`config.mk`:
```
export PLATFORM = sky130hd
export DESIGN_NAME = videoTimingCtrl_flat
export DESIGN_NICKNAME = d
export VERILOG_FILES = /design/src/verilog/displayPkg.sv /design/src/verilog/fifoReadIf.sv /design/src/verilog/videoTimingCtrl.sv /design/src/flat_wrapper.sv
export SDC_FILE = /design/constraint.sdc
export NUM_CORES = 1
export LEC_CHECK = 0
export BUFFER_PORTS_ARGS = -buffer_cell sky130_fd_sc_hd__buf_2
export CORE_ASPECT_RATIO = 1.1
export CORE_MARGIN = 1.5
export CORE_UTILIZATION = 54
export DETAILED_ROUTE_END_ITERATION = 16
export PLACE_DENSITY = 0.83
export SYNTH_ARGS = -nofsm -noshare
export SYNTH_HDL_FRONTEND = slang
export SYNTH_SLANG_ARGS = --single-unit
export TNS_END_PERCENT = 50
```
`constraint.sdc`:
```
create_clock -name iPixelClk -period 2.53 [get_ports iPixelClk]
set_input_delay 0.506 -clock iPixelClk [delete_from_list [all_inputs] [get_ports iPixelClk]]
set_output_delay 0.506 -clock iPixelClk [all_outputs]
set_load 0.1 [all_outputs]
```
`src/verilog/displayPkg.sv`:
```
package displayPkg;

    // ----------------------------------------
    // pixel word
    // ----------------------------------------

    // one rgb pixel, 8 bits per colour
    parameter int pixelWidth = 24;

    typedef logic [pixelWidth-1:0] pixelT;

    // ----------------------------------------
    // fifo pointers
    // ----------------------------------------

    // address bits plus one wrap bit
    // fifoDepth may not exceed 2**(ptrWidth-1)
    parameter int ptrWidth = 11;

    // same type for binary and gray pointers
    typedef logic [ptrWidth-1:0] ptrT;

    // ----------------------------------------
    // raster timing
    // ----------------------------------------

    // wide enough for pixels per line and lines per frame
    parameter int countWidth = 12;

    typedef logic [countWidth-1:0] countT;

    // horizontal phases of one line, in raster order
    typedef enum logic [1:0] {
        activeSt,
        frontPorchSt,
        syncSt,
        backPorchSt
    } timingStateT;

endpackage
```
`src/verilog/fifoReadIf.sv`:
```
interface fifoReadIf;
    import displayPkg::*;

    // request from the consumer, only while empty is low
    logic  readEn;
    // word from the fifo ram, one clock after readEn
    pixelT readData;
    // accepted read, registered
    logic  readValid;
    // read side view of the fill level
    logic  empty;

    modport fifo (
        input  readEn,
        output readData,
        output readValid,
        output empty
    );

    modport consumer (
        output readEn,
        input  readData,
        input  readValid,
        input  empty
    );

endinterface

```
`src/verilog/videoTimingCtrl.sv`:
```
module videoTimingCtrl #(
    parameter int hActive = 640,
    parameter int hFront  = 16,
    parameter int hSync   = 96,
    parameter int hBack   = 48,
    parameter int vActive = 480,
    parameter int vFront  = 10,
    parameter int vSync   = 2,
    parameter int vBack   = 33
)(
    input  logic        iPixelClk,
    input  logic        reset,
    fifoReadIf.consumer rd,
    output logic        dataEnable,
    output logic        hSyncOut,
    output logic        vSyncOut,
    output logic        underflow
);
    import displayPkg::*;

    // vertical landmarks in lines
    localparam countT vLastLine   = countT'(vActive + vFront + vSync + vBack - 1);
    localparam countT vActiveEnd  = countT'(vActive);
    localparam countT vSyncStart  = countT'(vActive + vFront);
    localparam countT vSyncEnd    = countT'(vActive + vFront + vSync);

    timingStateT hState;
    timingStateT hStateNext;
    countT       hCount;
    countT       vCount;
    countT       stateLast;
    logic        stateEnd;
    logic        lineEnd;

    // raster held until the first pixel is in the fifo
    logic        running;
    // outputs enabled from the first line of a frame
    logic        primed;

    logic        fetch;
    logic        hSyncNow;
    logic        vSyncNow;
    logic        fetchD1;
    logic        hSyncD1;
    logic        vSyncD1;

    // ----------------------------------------
    // horizontal fsm
    // ----------------------------------------
    // last count of each phase
    always_comb
    begin
        case (hState)
            activeSt:     stateLast = countT'(hActive - 1);
            frontPorchSt: stateLast = countT'(hFront - 1);
            syncSt:       stateLast = countT'(hSync - 1);
            default:      stateLast = countT'(hBack - 1);
        endcase
    end

    always_comb
    begin
        case (hState)
            activeSt:     hStateNext = frontPorchSt;
            frontPorchSt: hStateNext = syncSt;
            syncSt:       hStateNext = backPorchSt;
            default:      hStateNext = activeSt;
        endcase
    end

    assign stateEnd = hCount == stateLast;
    assign lineEnd  = stateEnd && (hState == backPorchSt);

    // starts on the last blank line so the fifo fills first
    always_ff @(posedge iPixelClk)
    begin
        if (reset)
        begin
            hState  <= activeSt;
            hCount  <= '0;
            vCount  <= vLastLine;
            running <= 1'b0;
            primed  <= 1'b0;
        end
        else
        begin
            if (!rd.empty)
            begin
                running <= 1'b1;
            end
            if (running)
            begin
                if (stateEnd)
                begin
                    hState <= hStateNext;
                    hCount <= '0;
                end
                else
                begin
                    hCount <= hCount + 1'b1;
                end
                // line counter wraps at frame end
                if (lineEnd)
                begin
                    if (vCount == vLastLine)
                    begin
                        vCount <= '0;
                        primed <= 1'b1;
                    end
                    else
                    begin
                        vCount <= vCount + 1'b1;
                    end
                end
            end
        end
    end

    // ----------------------------------------
    // raster decode and fetch
    // ----------------------------------------
    assign fetch    = primed && (hState == activeSt) && (vCount < vActiveEnd);
    assign hSyncNow = primed && (hState == syncSt);
    assign vSyncNow = primed && (vCount >= vSyncStart) && (vCount < vSyncEnd);

    // fifo answers next clock and the pixel register one later
    assign rd.readEn = fetch && !rd.empty;

    // two stages so syncs and enable meet pixelOut
    always_ff @(posedge iPixelClk)
    begin
        if (reset)
        begin
            fetchD1    <= 1'b0;
            hSyncD1    <= 1'b0;
            vSyncD1    <= 1'b0;
            dataEnable <= 1'b0;
            hSyncOut   <= 1'b0;
            vSyncOut   <= 1'b0;
            underflow  <= 1'b0;
        end
        else
        begin
            fetchD1    <= fetch;
            hSyncD1    <= hSyncNow;
            vSyncD1    <= vSyncNow;
            dataEnable <= fetchD1;
            hSyncOut   <= hSyncD1;
            vSyncOut   <= vSyncD1;
            // sticky once a due pixel does not come back
            if (fetchD1 && !rd.readValid)
            begin
                underflow <= 1'b1;
            end
        end
    end

    syncOutsideWindow: assert property (@(posedge iPixelClk) disable iff (reset)
        !(hSyncOut && dataEnable))
        else $error("hsync inside the active window");

endmodule

```
`src/flat_wrapper.sv`:
```
// flat-port wrapper written by rule: the top's interface ports become plain ports
module videoTimingCtrl_flat import displayPkg::*;
#(
    parameter int hActive = 640,
    parameter int hFront  = 16,
    parameter int hSync   = 96,
    parameter int hBack   = 48,
    parameter int vActive = 480,
    parameter int vFront  = 10,
    parameter int vSync   = 2,
    parameter int vBack   = 33
)
  (iPixelClk, reset, dataEnable, hSyncOut, vSyncOut, underflow, rd_readEn, rd_readData, rd_readValid, rd_empty);
  fifoReadIf rd_i ();
  input  logic iPixelClk;
  input  logic reset;
  output logic dataEnable;
  output logic hSyncOut;
  output logic vSyncOut;
  output logic underflow;
  output wire logic [$bits(rd_i.readEn)-1:0] rd_readEn;
  input wire logic [$bits(rd_i.readData)-1:0] rd_readData;
  input wire logic [$bits(rd_i.readValid)-1:0] rd_readValid;
  input wire logic [$bits(rd_i.empty)-1:0] rd_empty;
  assign rd_readEn = rd_i.readEn;
  assign rd_i.readData = rd_readData;
  assign rd_i.readValid = rd_readValid;
  assign rd_i.empty = rd_empty;
  videoTimingCtrl #(.hActive(hActive), .hFront(hFront), .hSync(hSync), .hBack(hBack), .vActive(vActive), .vFront(vFront), .vSync(vSync), .vBack(vBack)) u_core (.iPixelClk(iPixelClk), .reset(reset), .rd(rd_i), .dataEnable(dataEnable), .hSyncOut(hSyncOut), .vSyncOut(vSyncOut), .underflow(underflow));
endmodule
```
==> impl_metrics.env <==
export IMPL_outcome="completed"
export IMPL_synth_async_reset_ratio_pct=0
export IMPL_switchingPower_mw=0.211
export IMPL_seqPwrFrac_pct=56.9
export IMPL_clkLatencyLatePin_ns=0.34
export IMPL_globalRouteMet2Util_pct=36.9
export IMPL_placementRows=21
export IMPL_port_buffers=8
export IMPL_htreeDepth=2
export IMPL_routed_via_density=6.23
export IMPL_ios=33
export IMPL_start_util_pct=57.0
export IMPL_p_leak_nw=0.670
export IMPL_hold_violations=0
export IMPL_busiest_layer="met2"
export IMPL_fin_nets=238
export IMPL_num_vias=1483
export IMPL_synth_edf_count=0
export IMPL_synth_cell_types=43
export IMPL_syn_area_sq_um=1740
export IMPL_pwr_density_cell_nw_per_um2=529
export IMPL_synth_cells_most_frequent="35 x dfxtp_1, 17 x nor2_1, 14 x nand3_1"
export IMPL_synth_ff_type="dfxtp_1"
export IMPL_die_y_um=62.5
export IMPL_die_w_um=57.1
export IMPL_drtIter0Drc=95
export IMPL_clk_path_buf_depth=2
export IMPL_cts_tree="done"
export IMPL_die_area_sq_um=3570
export IMPL_worstPathMaxFanout=9
export IMPL_cts_resized=0
export IMPL_ant_nets=0
export IMPL_grt_total_usage_pct=21.3
export IMPL_dpl_hpwl_um=2460
export IMPL_grt_overflow=0
export IMPL_grtUsageMet3_pct=4.97
export IMPL_place_gp_congestion=0.837
export IMPL_pwr_share_clk_pct=40.5
export IMPL_clkSinkCount=35
export IMPL_synthesis_nets=232
export IMPL_path_class="reg2reg"
export IMPL_crit_chain="inv_1 > ha_1 > xor2_1 > nand3_1 > buf_4 > o41a_1 > o21ai_0"
export IMPL_synth_top_area_share_pct=40.3
export IMPL_start_kind="flip-flop"
export IMPL_power_share_combinational_pct=2.6
export IMPL_crit_arrival_ns=2.50
export IMPL_crit_path_end_kind="flip-flop"
export IMPL_grt_pass1_wl_um=6170
export IMPL_pre_cts_slack_ns=0.370
export IMPL_cts_hold_buf=0
export IMPL_yosysMostFrequentCell="dfxtp_1"
export IMPL_core_sq_um=3050
export IMPL_root_buffer="clkbuf_4"
export IMPL_required_ns=2.80
export IMPL_setup_tns_ns=0
export IMPL_period_needed_ns=2.23
export IMPL_clock_skew_final_ns=0.0148
export IMPL_worst_slack_ns=0.301
export IMPL_swShare_pct=21.5
export IMPL_cts_made_buffers=5
export IMPL_drt_first_pass_iters=4
export IMPL_drive_gt1_share_pct=10.3
export IMPL_fin_crit_sh_pct=88.1
export IMPL_max_cap_violations=0
export IMPL_first_global_vias=1476
export IMPL_rsz0062_at_grt="false"
export IMPL_crit_path_top_delay_cell="dfxtp_1"
export IMPL_synth_area_per_cell_sq_um=8.82
export IMPL_synth_seq_cells=35
export IMPL_cts_setup_buffers=0
export IMPL_slowest_delay_ns=0.43
export IMPL_fillerInstances=262
export IMPL_total_power_mw=0.984
export IMPL_yosysTopAreaCell="dfxtp_1"
export IMPL_grt_max_degree=24
export IMPL_setup_violations=0
export IMPL_slew_limit_headroom_pct=52.7
export IMPL_drc=0
export IMPL_ir_drop_v=0.000423
export IMPL_antenna_found_initial=0
export IMPL_syn2layout_area_growth_pct=6.98
export IMPL_synth_seq_area_share_pct=40.3
export IMPL_tightest_slew_ns=0.705
export IMPL_p_int_mw=0.773
export IMPL_cp_top_family="compound AO/OA/AOI/OAI gates"
export IMPL_netlist_instances=197
export IMPL_report_final_slew_viol_count=0
export IMPL_drt_wl_total_um=3400
export IMPL_antenna_cells=0
export IMPL_clkTransAtPathRegs_ns=0.11
export IMPL_ys_warn_count=0
export IMPL_fmax_mhz=449
export IMPL_drt_wirelength_per_cell_um=14.3
export IMPL_cp_buffers_inverters=2
export IMPL_synthTopCellsByArea="dfxtp_1 40%, ha_1 5.0%, nand3_1 4.0%, xor2_1 4.0%, nand4_1 4.0%"
export IMPL_min_path_type="in2reg"
export IMPL_use_met1_pct=24.9
==> through the flow <==
stage	utilization, %	cells	hold slack, ns	cell area [sq um]
2_1_floorplan	-	197	0.414	1740
3_3_place_gp	58.3	230	0.418	1780
3_5_place_dp	58.3	230	0.429	1780
4_1_cts	61.0	238	0.343	1860
5_1_grt	61.0	238	0.339	1860
6_report	61.0	238	0.348	1860
==> cell usage in the layout, fill, tap and decap left out, drive strengths merged, types with 2 or more instances in the layout <==
| cell | Yosys | routed |
|---|---|---|
| ha | 7 | 7 |
| clkbuf | 8 | 5 |
| and4 | 6 | 6 |
| o21ai | 5 | 5 |
| or2 | 2 | 2 |
| nor3 | 5 | 5 |
| o32ai | 3 | 3 |
| nor2b | 4 | 4 |
| xnor2 | 4 | 4 |
| o31ai | 2 | 2 |
| nor2 | 17 | 17 |
| clkinv | 1 | 3 |
| buf | 3 | 10 |
| a211o | 3 | 3 |
| nor4 | 3 | 3 |
| a21oi | 6 | 6 |
| inv | 10 | 10 |
| nand4 | 11 | 11 |
| and3 | 3 | 3 |
| o311ai | 2 | 2 |
| a211oi | 6 | 6 |
| nand3 | 14 | 14 |
| o41ai | 2 | 2 |
| dfxtp | 35 | 35 |
| and2 | 2 | 2 |
| xor2 | 8 | 8 |
| nand2 | 8 | 8 |
| or3 | 4 | 4 |
| nor4bb | 2 | 2 |
==> path summary, 6_finish.rpt <==
path	start	slack, ns	cells after the start	endpoint
worst min-delay path	rd_empty	0.35	2	u_core.running$_SDFFE_PP0N_
worst min register to register	u_core.hSyncD1$_SDFF_PP0_	0.45	1	u_core.hSyncOut$_SDFF_PP0_
worst max-delay path	u_core.hState[0]$_SDFFE_PP0P_	0.30	7	u_core.vCount[9]$_SDFFE_PP1P_
worst max register to register	u_core.hState[0]$_SDFFE_PP0P_	0.30	7	u_core.vCount[9]$_SDFFE_PP1P_
==> layer usage <==
layer | share of wire [%] | routed length [um]
met5 | 0 | 0
met1 | 43 | 1450
met2 | 52 | 1770
met4 | 1.7 | 57
met3 | 3.7 | 125
==> cell families after synthesis <==
family / after synthesis / share of synthesized area, %
compound gates: 35 / 14.8
fa+ha+maj: 7 / 5.04
flops: 35 / 40.3
buf+inv: 22 / 5.69
xor+xnor: 12 / 6.05
simple gates: 85 / 27.6
mux: 1 / 0.576
==> cell type report <==
cell class	count	area [sq um]	share of cell area, %
timing repair buffer	10	55.1	2.96
tap	34	42.5	2.29
clock inverter	3	43.8	2.36
clock buffer	5	37.5	2.02
inverter	11	41.3	2.22
sequential	35	701	37.7
multi-input combinational	140	938	50.5
==> power by group through the flow <==
stage          Clock (mW)  Combinational (mW)  Sequential, mW
2_1_floorplan           0              0.0200           0.570
3_3_place_gp            0              0.0243           0.572
3_5_place_dp            0              0.0250           0.573
4_1_cts             0.408              0.0252           0.560
5_1_grt             0.435              0.0292           0.561
6_report            0.399              0.0252           0.560
==> sequential cells by signal, indices dropped and copies added, names as in the netlist <==
signal             flops
u_core.dataEnable      1
u_core.fetchD1         1
u_core.hCount         12
u_core.hState          2
u_core.hSyncD1         1
u_core.hSyncOut        1
u_core.primed          1
u_core.running         1
u_core.underflow       1
u_core.vCount         12
u_core.vSyncD1         1
u_core.vSyncOut        1
No activity file was read; power rests on OpenSTA's default activity.
